<file path="src/logic/cpu_pkg.sv">
package cpu_pkg;

    localparam int XLEN = 32;
    localparam int REG_ADDR_W = 5;

    typedef logic [XLEN-1:0] word_t;
    typedef logic [REG_ADDR_W-1:0] reg_addr_t;

    localparam word_t RESET_VECTOR = 32'h0000_0000;
    localparam word_t INSTR_LEN = 32'd4;

    // major opcode, instr[6:2]
    typedef enum logic [4:0] {
        OPC_LOAD     = 5'b00000,
        OPC_MISC_MEM = 5'b00011,
        OPC_OP_IMM   = 5'b00100,
        OPC_AUIPC    = 5'b00101,
        OPC_STORE    = 5'b01000,
        OPC_OP       = 5'b01100,
        OPC_LUI      = 5'b01101,
        OPC_BRANCH   = 5'b11000,
        OPC_JALR     = 5'b11001,
        OPC_JAL      = 5'b11011
    } opcode_t;

    // funct3 of OP and OP-IMM
    typedef enum logic [2:0] {
        F3_ADD_SUB = 3'b000,
        F3_SLL     = 3'b001,
        F3_SLT     = 3'b010,
        F3_SLTU    = 3'b011,
        F3_XOR     = 3'b100,
        F3_SRL_SRA = 3'b101,
        F3_OR      = 3'b110,
        F3_AND     = 3'b111
    } funct3_t;

    // funct3 of BRANCH
    typedef enum logic [2:0] {
        F3_BEQ  = 3'b000,
        F3_BNE  = 3'b001,
        F3_BLT  = 3'b100,
        F3_BGE  = 3'b101,
        F3_BLTU = 3'b110,
        F3_BGEU = 3'b111
    } branch_f3_t;

    typedef enum logic [3:0] {
        ALU_ADD, ALU_SUB, ALU_SLL, ALU_SLT, ALU_SLTU,
        ALU_XOR, ALU_SRL, ALU_SRA, ALU_OR, ALU_AND
    } alu_op_t;

    // one-hot branch condition, bit positions below
    typedef logic [5:0] branch_mask_t;
    localparam int BR_EQ = 0;
    localparam int BR_NE = 1;
    localparam int BR_LT = 2;
    localparam int BR_GE = 3;
    localparam int BR_LTU = 4;
    localparam int BR_GEU = 5;

    typedef enum logic [2:0] {
        ST_RESET, ST_FETCH, ST_DECODE, ST_EXEC, ST_MEM, ST_BRANCH, ST_WRITEBACK
    } state_t;

endpackage

</file>
<file path="src/logic/mem_req_if.sv">
interface mem_req_if;

    logic req;
    logic we;
    cpu_pkg::word_t addr;
    cpu_pkg::word_t wdata;
    cpu_pkg::word_t rdata;
    logic done;

    // sequencer side, one request in flight at most
    modport control (
        output req, we, addr, wdata,
        input  rdata, done
    );

    modport bus (
        input  req, we, addr, wdata,
        output rdata, done
    );

endinterface

</file>
<file path="src/logic/alu.sv">
module alu (
    input  logic clk,
    input  logic reset,
    input  logic en,
    input  cpu_pkg::alu_op_t op,
    input  cpu_pkg::word_t a,
    input  cpu_pkg::word_t b,
    output cpu_pkg::word_t result,
    output logic lt,
    output logic ltu,
    output logic eq
);
    import cpu_pkg::*;

    word_t result_d;
    logic [4:0] shamt;

    assign shamt = b[4:0];

    always_comb begin
        case (op)
            ALU_ADD:  result_d = a + b;
            ALU_SUB:  result_d = a - b;
            ALU_SLL:  result_d = a << shamt;
            ALU_SLT:  result_d = {{(XLEN-1){1'b0}}, $signed(a) < $signed(b)};
            ALU_SLTU: result_d = {{(XLEN-1){1'b0}}, a < b};
            ALU_XOR:  result_d = a ^ b;
            ALU_SRL:  result_d = a >> shamt;
            ALU_SRA:  result_d = $signed(a) >>> shamt;
            ALU_OR:   result_d = a | b;
            ALU_AND:  result_d = a & b;
            default:  result_d = a + b;
        endcase
    end

    // result and flags hold until the next enable
    always_ff @(posedge clk) begin
        if (reset) begin
            result <= '0;
            lt <= 1'b0;
            ltu <= 1'b0;
            eq <= 1'b0;
        end else if (en) begin
            result <= result_d;
            lt <= $signed(a) < $signed(b);
            ltu <= a < b;
            eq <= a == b;
        end
    end

endmodule

</file>
<file path="src/logic/decoder.sv">
module decoder (
    input  logic clk,
    input  logic en,
    input  cpu_pkg::word_t instr,
    output cpu_pkg::reg_addr_t rs1,
    output cpu_pkg::reg_addr_t rs2,
    output cpu_pkg::reg_addr_t rd,
    output cpu_pkg::opcode_t opcode,
    output logic [2:0] funct3,
    output logic funct7_5,
    output cpu_pkg::word_t imm,
    output cpu_pkg::branch_mask_t branch_mask
);
    import cpu_pkg::*;

    opcode_t op_in;
    word_t imm_in;
    branch_mask_t mask_in;

    assign op_in = opcode_t'(instr[6:2]);

    // immediate format follows the opcode
    always_comb begin
        case (op_in)
            OPC_STORE:
                imm_in = {{20{instr[31]}}, instr[31:25], instr[11:7]};
            OPC_BRANCH:
                imm_in = {{19{instr[31]}}, instr[31], instr[7], instr[30:25], instr[11:8], 1'b0};
            OPC_LUI, OPC_AUIPC:
                imm_in = {instr[31:12], 12'b0};
            OPC_JAL:
                imm_in = {{11{instr[31]}}, instr[31], instr[19:12], instr[20], instr[30:21], 1'b0};
            default:
                imm_in = {{20{instr[31]}}, instr[31:20]};
        endcase
    end

    always_comb begin
        mask_in = '0;
        case (branch_f3_t'(instr[14:12]))
            F3_BEQ:  mask_in[BR_EQ] = 1'b1;
            F3_BNE:  mask_in[BR_NE] = 1'b1;
            F3_BLT:  mask_in[BR_LT] = 1'b1;
            F3_BGE:  mask_in[BR_GE] = 1'b1;
            F3_BLTU: mask_in[BR_LTU] = 1'b1;
            F3_BGEU: mask_in[BR_GEU] = 1'b1;
            // 010 and 011 never branch
            default: mask_in = '0;
        endcase
    end

    always_ff @(posedge clk) begin
        if (en) begin
            rs1 <= instr[19:15];
            rs2 <= instr[24:20];
            rd <= instr[11:7];
            opcode <= op_in;
            funct3 <= instr[14:12];
            funct7_5 <= instr[30];
            imm <= imm_in;
            branch_mask <= mask_in;
        end
    end

endmodule

</file>
<file path="src/logic/registers.sv">
module registers (
    input  logic clk,
    input  logic we,
    input  cpu_pkg::reg_addr_t rd,
    input  cpu_pkg::word_t wdata,
    input  cpu_pkg::reg_addr_t rs1,
    input  cpu_pkg::reg_addr_t rs2,
    output cpu_pkg::word_t val1,
    output cpu_pkg::word_t val2
);
    import cpu_pkg::*;

    word_t regs [0:2**REG_ADDR_W-1];

    // x0 is never written
    always_ff @(posedge clk) begin
        if (we && rd != '0) begin
            regs[rd] <= wdata;
        end
    end

    // entry 0 is left untouched, reads of x0 are forced to zero
    always_comb begin
        if (rs1 == '0) begin
            val1 = '0;
        end else begin
            val1 = regs[rs1];
        end
        if (rs2 == '0) begin
            val2 = '0;
        end else begin
            val2 = regs[rs2];
        end
    end

endmodule

</file>
<file path="src/logic/wb_master.sv">
module wb_master (
    input  logic clk,
    input  logic reset,
    mem_req_if.bus mem,
    input  logic wb_ack,
    input  cpu_pkg::word_t wb_dat_rd,
    output cpu_pkg::word_t wb_adr,
    output cpu_pkg::word_t wb_dat_wr,
    output logic [cpu_pkg::XLEN/8-1:0] wb_sel,
    output logic wb_cyc,
    output logic wb_stb,
    output logic wb_we
);
    import cpu_pkg::*;

    // word transfers only
    assign wb_sel = {(XLEN/8){1'b1}};

    always_ff @(posedge clk) begin
        if (reset) begin
            wb_cyc <= 1'b0;
            wb_stb <= 1'b0;
            wb_we <= 1'b0;
            mem.done <= 1'b0;
        end else begin
            mem.done <= 1'b0;
            if (wb_cyc) begin
                // slave may stall as long as it likes
                if (wb_ack) begin
                    wb_cyc <= 1'b0;
                    wb_stb <= 1'b0;
                    wb_we <= 1'b0;
                    mem.done <= 1'b1;
                end
            end else if (mem.req) begin
                wb_cyc <= 1'b1;
                wb_stb <= 1'b1;
                wb_we <= mem.we;
            end
        end
    end

    always_ff @(posedge clk) begin
        if (mem.req && !wb_cyc) begin
            wb_adr <= mem.addr;
            wb_dat_wr <= mem.wdata;
        end
        if (wb_cyc && wb_ack && !wb_we) begin
            mem.rdata <= wb_dat_rd;
        end
    end

endmodule

</file>
<file path="src/logic/control.sv">
module control (
    input  logic clk,
    input  logic reset,
    mem_req_if.control mem,
    input  cpu_pkg::opcode_t dec_opcode,
    input  logic [2:0] dec_funct3,
    input  logic dec_funct7_5,
    input  cpu_pkg::word_t dec_imm,
    input  cpu_pkg::branch_mask_t dec_branch_mask,
    output logic dec_en,
    input  cpu_pkg::word_t reg_val1,
    input  cpu_pkg::word_t reg_val2,
    output logic reg_we,
    output cpu_pkg::word_t reg_wdata,
    output logic alu_en,
    output cpu_pkg::alu_op_t alu_op,
    output cpu_pkg::word_t alu_a,
    output cpu_pkg::word_t alu_b,
    input  cpu_pkg::word_t alu_result,
    input  logic alu_lt,
    input  logic alu_ltu,
    input  logic alu_eq
);
    import cpu_pkg::*;

    state_t state;
    word_t pc;
    word_t pc_next;
    word_t fetch_pc;
    logic next_from_alu;
    logic issued;
    logic is_jump;
    logic taken;
    alu_op_t funct_op;
    branch_mask_t flags;

    assign is_jump = (dec_opcode == OPC_JAL) || (dec_opcode == OPC_JALR);
    // jump and taken branch targets sit on the ALU output
    assign fetch_pc = next_from_alu ? (alu_result & ~word_t'(1)) : pc_next;

    always_comb begin
        flags[BR_EQ] = alu_eq;
        flags[BR_NE] = !alu_eq;
        flags[BR_LT] = alu_lt;
        flags[BR_GE] = !alu_lt;
        flags[BR_LTU] = alu_ltu;
        flags[BR_GEU] = !alu_ltu;
    end
    assign taken = |(dec_branch_mask & flags);

    always_comb begin
        case (funct3_t'(dec_funct3))
            F3_ADD_SUB: funct_op = (dec_opcode == OPC_OP && dec_funct7_5) ? ALU_SUB : ALU_ADD;
            F3_SLL:     funct_op = ALU_SLL;
            F3_SLT:     funct_op = ALU_SLT;
            F3_SLTU:    funct_op = ALU_SLTU;
            F3_XOR:     funct_op = ALU_XOR;
            F3_SRL_SRA: funct_op = dec_funct7_5 ? ALU_SRA : ALU_SRL;
            F3_OR:      funct_op = ALU_OR;
            default:    funct_op = ALU_AND;
        endcase
    end

    // operand select per state
    always_comb begin
        dec_en = (state == ST_DECODE);
        alu_en = 1'b0;
        alu_op = ALU_ADD;
        alu_a = reg_val1;
        alu_b = reg_val2;
        case (state)
            ST_DECODE: begin
                // idle ALU computes the fall-through PC
                alu_en = 1'b1;
                alu_a = pc;
                alu_b = INSTR_LEN;
            end
            ST_EXEC: begin
                // jumps keep PC+4 on the ALU output for the link write
                alu_en = !is_jump;
                case (dec_opcode)
                    OPC_OP: alu_op = funct_op;
                    OPC_OP_IMM: begin
                        alu_op = funct_op;
                        alu_b = dec_imm;
                    end
                    OPC_AUIPC: begin
                        alu_a = pc;
                        alu_b = dec_imm;
                    end
                    OPC_LOAD, OPC_STORE: alu_b = dec_imm;
                    default: alu_op = ALU_ADD;
                endcase
            end
            ST_BRANCH: begin
                alu_en = 1'b1;
                alu_a = pc;
                alu_b = dec_imm;
            end
            ST_WRITEBACK: begin
                alu_en = is_jump;
                alu_a = (dec_opcode == OPC_JAL) ? pc : reg_val1;
                alu_b = dec_imm;
            end
            default: alu_en = 1'b0;
        endcase
    end

    assign reg_we = (state == ST_WRITEBACK);
    always_comb begin
        case (dec_opcode)
            OPC_LOAD: reg_wdata = mem.rdata;
            OPC_LUI:  reg_wdata = dec_imm;
            default:  reg_wdata = alu_result;
        endcase
    end

    assign mem.we = (state == ST_MEM) && (dec_opcode == OPC_STORE);
    assign mem.addr = (state == ST_FETCH) ? fetch_pc : alu_result;
    assign mem.wdata = reg_val2;

    always_ff @(posedge clk) begin
        if (reset) begin
            state <= ST_RESET;
            pc <= RESET_VECTOR;
            pc_next <= RESET_VECTOR;
            next_from_alu <= 1'b0;
            issued <= 1'b0;
            mem.req <= 1'b0;
        end else begin
            mem.req <= 1'b0;
            case (state)
                ST_RESET: state <= ST_FETCH;
                ST_FETCH: begin
                    if (!issued) begin
                        mem.req <= 1'b1;
                        issued <= 1'b1;
                        pc <= fetch_pc;
                    end else if (mem.done) begin
                        issued <= 1'b0;
                        state <= ST_DECODE;
                    end
                end
                ST_DECODE: state <= ST_EXEC;
                ST_EXEC: begin
                    pc_next <= alu_result;
                    next_from_alu <= 1'b0;
                    case (dec_opcode)
                        OPC_OP, OPC_OP_IMM, OPC_AUIPC, OPC_LUI, OPC_JAL, OPC_JALR:
                            state <= ST_WRITEBACK;
                        OPC_LOAD, OPC_STORE: state <= ST_MEM;
                        OPC_BRANCH: state <= ST_BRANCH;
                        // fence and unknown opcodes fall through
                        default: state <= ST_FETCH;
                    endcase
                end
                ST_MEM: begin
                    if (!issued) begin
                        mem.req <= 1'b1;
                        issued <= 1'b1;
                    end else if (mem.done) begin
                        issued <= 1'b0;
                        state <= (dec_opcode == OPC_LOAD) ? ST_WRITEBACK : ST_FETCH;
                    end
                end
                ST_BRANCH: begin
                    next_from_alu <= taken;
                    state <= ST_FETCH;
                end
                ST_WRITEBACK: begin
                    next_from_alu <= is_jump;
                    state <= ST_FETCH;
                end
                default: state <= ST_RESET;
            endcase
        end
    end

endmodule

</file>
<file path="src/logic/cpu.sv">
module cpu (
    input  logic clk,
    input  logic reset,
    input  logic wb_ack,
    input  cpu_pkg::word_t wb_dat_rd,
    output cpu_pkg::word_t wb_adr,
    output cpu_pkg::word_t wb_dat_wr,
    output logic [3:0] wb_sel,
    output logic wb_cyc,
    output logic wb_stb,
    output logic wb_we
);
    import cpu_pkg::*;

    mem_req_if mem_bus ();

    reg_addr_t dec_rs1;
    reg_addr_t dec_rs2;
    reg_addr_t dec_rd;
    opcode_t dec_opcode;
    logic [2:0] dec_funct3;
    logic dec_funct7_5;
    word_t dec_imm;
    branch_mask_t dec_branch_mask;
    logic dec_en;
    word_t reg_val1;
    word_t reg_val2;
    word_t reg_wdata;
    logic reg_we;
    logic alu_en;
    alu_op_t alu_op;
    word_t alu_a;
    word_t alu_b;
    word_t alu_result;
    logic alu_lt;
    logic alu_ltu;
    logic alu_eq;

    control i_control (
        .clk, .reset, .mem(mem_bus.control),
        .dec_opcode, .dec_funct3, .dec_funct7_5, .dec_imm, .dec_branch_mask, .dec_en,
        .reg_val1, .reg_val2, .reg_we, .reg_wdata,
        .alu_en, .alu_op, .alu_a, .alu_b, .alu_result, .alu_lt, .alu_ltu, .alu_eq
    );

    // instruction word comes straight from the bus read latch
    decoder i_decoder (
        .clk, .en(dec_en), .instr(mem_bus.rdata),
        .rs1(dec_rs1), .rs2(dec_rs2), .rd(dec_rd), .opcode(dec_opcode),
        .funct3(dec_funct3), .funct7_5(dec_funct7_5), .imm(dec_imm),
        .branch_mask(dec_branch_mask)
    );

    registers i_registers (
        .clk, .we(reg_we), .rd(dec_rd), .wdata(reg_wdata),
        .rs1(dec_rs1), .rs2(dec_rs2), .val1(reg_val1), .val2(reg_val2)
    );

    alu i_alu (
        .clk, .reset, .en(alu_en), .op(alu_op), .a(alu_a), .b(alu_b),
        .result(alu_result), .lt(alu_lt), .ltu(alu_ltu), .eq(alu_eq)
    );

    wb_master i_wb_master (
        .clk, .reset, .mem(mem_bus.bus),
        .wb_ack, .wb_dat_rd, .wb_adr, .wb_dat_wr, .wb_sel, .wb_cyc, .wb_stb, .wb_we
    );

endmodule

</file>
<file path="config.mk">
export PLATFORM = sky130hd
export DESIGN_NAME = cpu
export DESIGN_NICKNAME = d
export VERILOG_FILES = /design/src/logic/cpu_pkg.sv /design/src/logic/mem_req_if.sv /design/src/logic/alu.sv /design/src/logic/decoder.sv /design/src/logic/registers.sv /design/src/logic/wb_master.sv /design/src/logic/control.sv /design/src/logic/cpu.sv
export SDC_FILE = /design/constraint.sdc
export NUM_CORES = 2
export LEC_CHECK = 0
export BUFFER_PORTS_ARGS = -buffer_cell sky130_fd_sc_hd__clkbuf_2
export CAP_MARGIN = 20
export CELL_PAD_IN_SITES_DETAIL_PLACEMENT = 2
export CELL_PAD_IN_SITES_GLOBAL_PLACEMENT = 2
export CORE_AREA = 2 2 392 394
export CTS_CLUSTER_DIAMETER = 150
export DETAILED_ROUTE_END_ITERATION = 12
export DIE_AREA = 0 0 394 396
export PLACE_DENSITY_LB_ADDON = 0.1
export RECOVER_POWER = 50
export SYNTH_ARGS = -nofsm -noshare
export SYNTH_HDL_FRONTEND = slang
export SYNTH_HIERARCHICAL = 1
export SYNTH_SLANG_ARGS = --single-unit
</file>
<file path="constraint.sdc">
create_clock -name clk -period 8.6 [get_ports clk]
set_input_delay 1.72 -clock clk [delete_from_list [all_inputs] [get_ports clk]]
set_output_delay 1.72 -clock clk [all_outputs]
set_load 0.05 [all_outputs]
</file>
==> out/metrics.yaml <==
switching_share_pct: 29.4
hold_viol_final: 0
async_flop_share_pct: 0
num_vias: 51600
die_x_um: 394
combPwrFrac_pct: 16.2
synth-edff-count: 1182
clock_sink_count: 1291
grt_pass1_wl_um: 430000
relSlewSlack_pct: -160
clkPwrFrac_pct: 39.4
final_common_cell: "edfxtp_1"
ys_warn_count: 6
syn-cell-area_mm2: 0.0693
clkTransAtPathRegs_ns: 0.06
worstMarginPinSlew_ns: 3.90
hp-class: "reg -> reg"
post_route_cells_drive_above_1_share_pct: 20.1
peakVddDrop_mv: 0.192
start_util_pct: 45.7
coreArea_mm2: 0.152
drc_errors: 0
antenna_found_initial: 17
viasPerCell: 7.04
syn_inst: 5102
grt_pass1_vias: 53900
synth_top_cell_area_share_pct: 51.2
grt_setup_unrepaired: "false"
grt_max_degree: 115
setup_viol_count_final: 0
arrival_ns: 8.11
worst_setup_path_start_kind: "flop"
whs_path_depth: 2
timing.critical_path.to_type: "flop"
power_mw: 16.3
stdcell_count: 7330
cts-hold-fix-buffers: 0
placedCellCount: 7028
required_ns: 9.26
r2r-end: "i_alu/ltu$_SDFFE_PP0P_"
power.leakage_nw: 26.7
numCtsBuffers: 145
netSwitchingPower_mw: 4.78
final_cell_mix: "edfxtp_1 (1182), nand2_1 (469), mux2i_1 (460), mux4_2 (332), nor2_1 (215)"
min_to: "i_control/pc_next[20]$_SDFFE_PP0P_"
dr.pass1.iters: 5
seq_power_share_pct: 44.4
cts_root_buffer: "clkbuf_16"
cts_tree: "yes"
synth_top_cell_by_area: "edfxtp_1"
path_max_fanout: 17
layout.nets: 5308
area_delta_synth_final_pct: 11.1
synthFlopType: "edfxtp_1"
drt_wl_total_um: 309000
grt_usage_pct: 38.9
reg2regPathDepth: 17
drtAntennaViolNets: 0
avgSynthCellArea_um2: 13.6
period_share_pct: 86.6
gp_congestion: 0.969
io_buffers: 101
hp-start: "i_control/pc_next[20]$_SDFFE_PP0P_"
power_density_mw_per_mm2: 211
synth_area_leaders: "edfxtp_1 (51%), mux4_2 (11%), mux2i_1 (6.7%)"
max_clock_freq_mhz: 134
io_pins: 106
grt_overflow_total: 0
yosysSeqAreaShare_pct: 54.3
fin_setup_tns_ns: 0
cts_resized: 0
rows: 143
r2r-start: "i_decoder/rs2[0]$_DFFE_PP_"
wl_per_cell_um: 42.2
die_y_um: 396
layout_min_cycle_time_ns: 7.45
clock_latency_ns: 0.82
violations: "max-capacitance violations, max-slew violations"
cts_setup_buffers: 0
critPathKind: "reg -> reg"
reg2reg_slack_ns: 1.15
drt_iter0_markers: 6632
drv_slew: 1189
status: "finished, violations left"
dp_hpwl_um: 198000
cts_buffer_depth: 3
die_area_mm2: 0.156
synth-seq-cells: 1291
intPower_mw: 11.5
yosysUniqueCellTypes: 115
cap_viol_max_count: 36
h-tree-depth: 4
fin_skew_ns: 0.0492
through the flow:
stage / instance area (um^2) / worst slack, ns / utilization (%) / hold slack, ns
finish: 77000 / 1.15 / 50.8 / 0.476
global route: 77000 / 1.27 / 50.8 / 0.495
CTS: 77100 / 1.71 / 50.9 / 0.476
detailed placement: 72300 / 1.78 / 47.7 / 0.466
global placement: 72200 / 1.85 / 47.7 / 0.439
floorplan: 69500 / 2.57 / - / 0.432
synthesized netlist by cell type (38+ instances only):
library cell	count
nor2b_1	57
o221ai_1	70
inv_1	134
o21ai_0	192
a211o_1	38
a21oi_1	189
buf_4	101
mux2_2	128
mux2i_1	462
nor3_1	39
a22oi_1	99
dfxtp_1	109
nor2_1	248
edfxtp_1	1182
and3_1	39
buf_2	100
mux4_2	332
nand4_1	38
a221oi_1	63
clkbuf_1	202
nand2_1	469
a211oi_1	119
ha_1	97
state kept, by name, indices dropped and copies added (netlist names), 3 cells and up:
| signal | cells |
|---|---|
| i_wb_master/mem.rdata | 32 |
| i_wb_master/wb_adr | 32 |
| i_decoder/rd | 5 |
| i_decoder/funct3 | 3 |
| i_wb_master/wb_dat_wr | 32 |
| i_alu/result | 32 |
| i_decoder/branch_mask | 6 |
| i_control/state | 3 |
| i_decoder/imm | 32 |
| i_registers/regs | 1024 |
| i_decoder/rs1 | 5 |
| i_control/pc_next | 32 |
| i_decoder/opcode | 5 |
| i_control/pc | 32 |
| i_decoder/rs2 | 5 |
per-layer routing:
metal	GRT usage (%)	vias up	wire [um]
li1	-	20300	-
met1	48.5	27300	114000
met2	62.8	3033	146000
met3	7.89	860	27300
met4	23.6	12	21400
met5	0	-	77
worst max-delay path by stage:
stage | startpoint | to | slack, ns
after floorplan | i_control/state[1]$_SDFFE_PP0P_ | i_decoder/branch_mask[0]$_DFFE_PP_ | 2.57
after global placement | i_decoder/rs1[2]$_DFFE_PP_ | i_alu/result[27]$_SDFFE_PP0P_ | 1.85
after detailed placement | i_decoder/rs1[0]$_DFFE_PP_ | i_alu/ltu$_SDFFE_PP0P_ | 1.78
after CTS | i_decoder/rs1[0]$_DFFE_PP_ | i_alu/ltu$_SDFFE_PP0P_ | 1.71
after global routing | i_decoder/rs2[0]$_DFFE_PP_ | i_alu/ltu$_SDFFE_PP0P_ | 1.27
final | i_decoder/rs2[0]$_DFFE_PP_ | i_alu/ltu$_SDFFE_PP0P_ | 1.15
area by class of cell:
cell class / count / area [um^2]
diodes: 4 / 10.0
clock buffers: 173 / 3820
clock inverters: 96 / 965
fillers: 14200 / 74500
inverters: 138 / 520
multi-input cells: 3266 / 29300
flip-flops and latches: 1291 / 37700
well taps: 2030 / 2540
repair buffers: 332 / 2190
critical path, stage by stage (launching register included):
cell       delay (ns)
edfxtp_1         0.46
clkinv_2         0.44
nor2_1           1.25
buf_4            0.34
a22oi_1          0.11
a311oi_1         1.08
a211o_1          0.35
inv_1            0.10
ha_1             0.52
or4_1            0.68
nand4bb_1        0.37
or2_0            0.30
o22ai_1          0.29
a21o_1           0.28
a21oi_1          0.11
o21a_1           0.31
nor2_1           0.18
o31ai_1          0.08
kinds of logic after synthesis:
group / after synthesis / share of synthesized area (%)
other cells: 2 / 0.0108
buf+inv: 579 / 4.11
fa+ha+maj: 99 / 1.81
xor+xnor: 32 / 0.404
mux: 965 / 21.0
flops: 1291 / 54.3
compound gates: 1086 / 11.3
simple gates: 1048 / 7.01
power by group through the flow:
stage	Clock (mW)	Combinational (mW)	Sequential, mW
final	6.42	2.63	7.23
after global placement	0	2.47	7.34
after global routing	6.67	2.75	7.22
after CTS	6.47	2.56	7.22
after detailed placement	0	2.54	7.35
after floorplan	0	1.55	7.31
No activity file was read; power rests on OpenSTA's default activity.
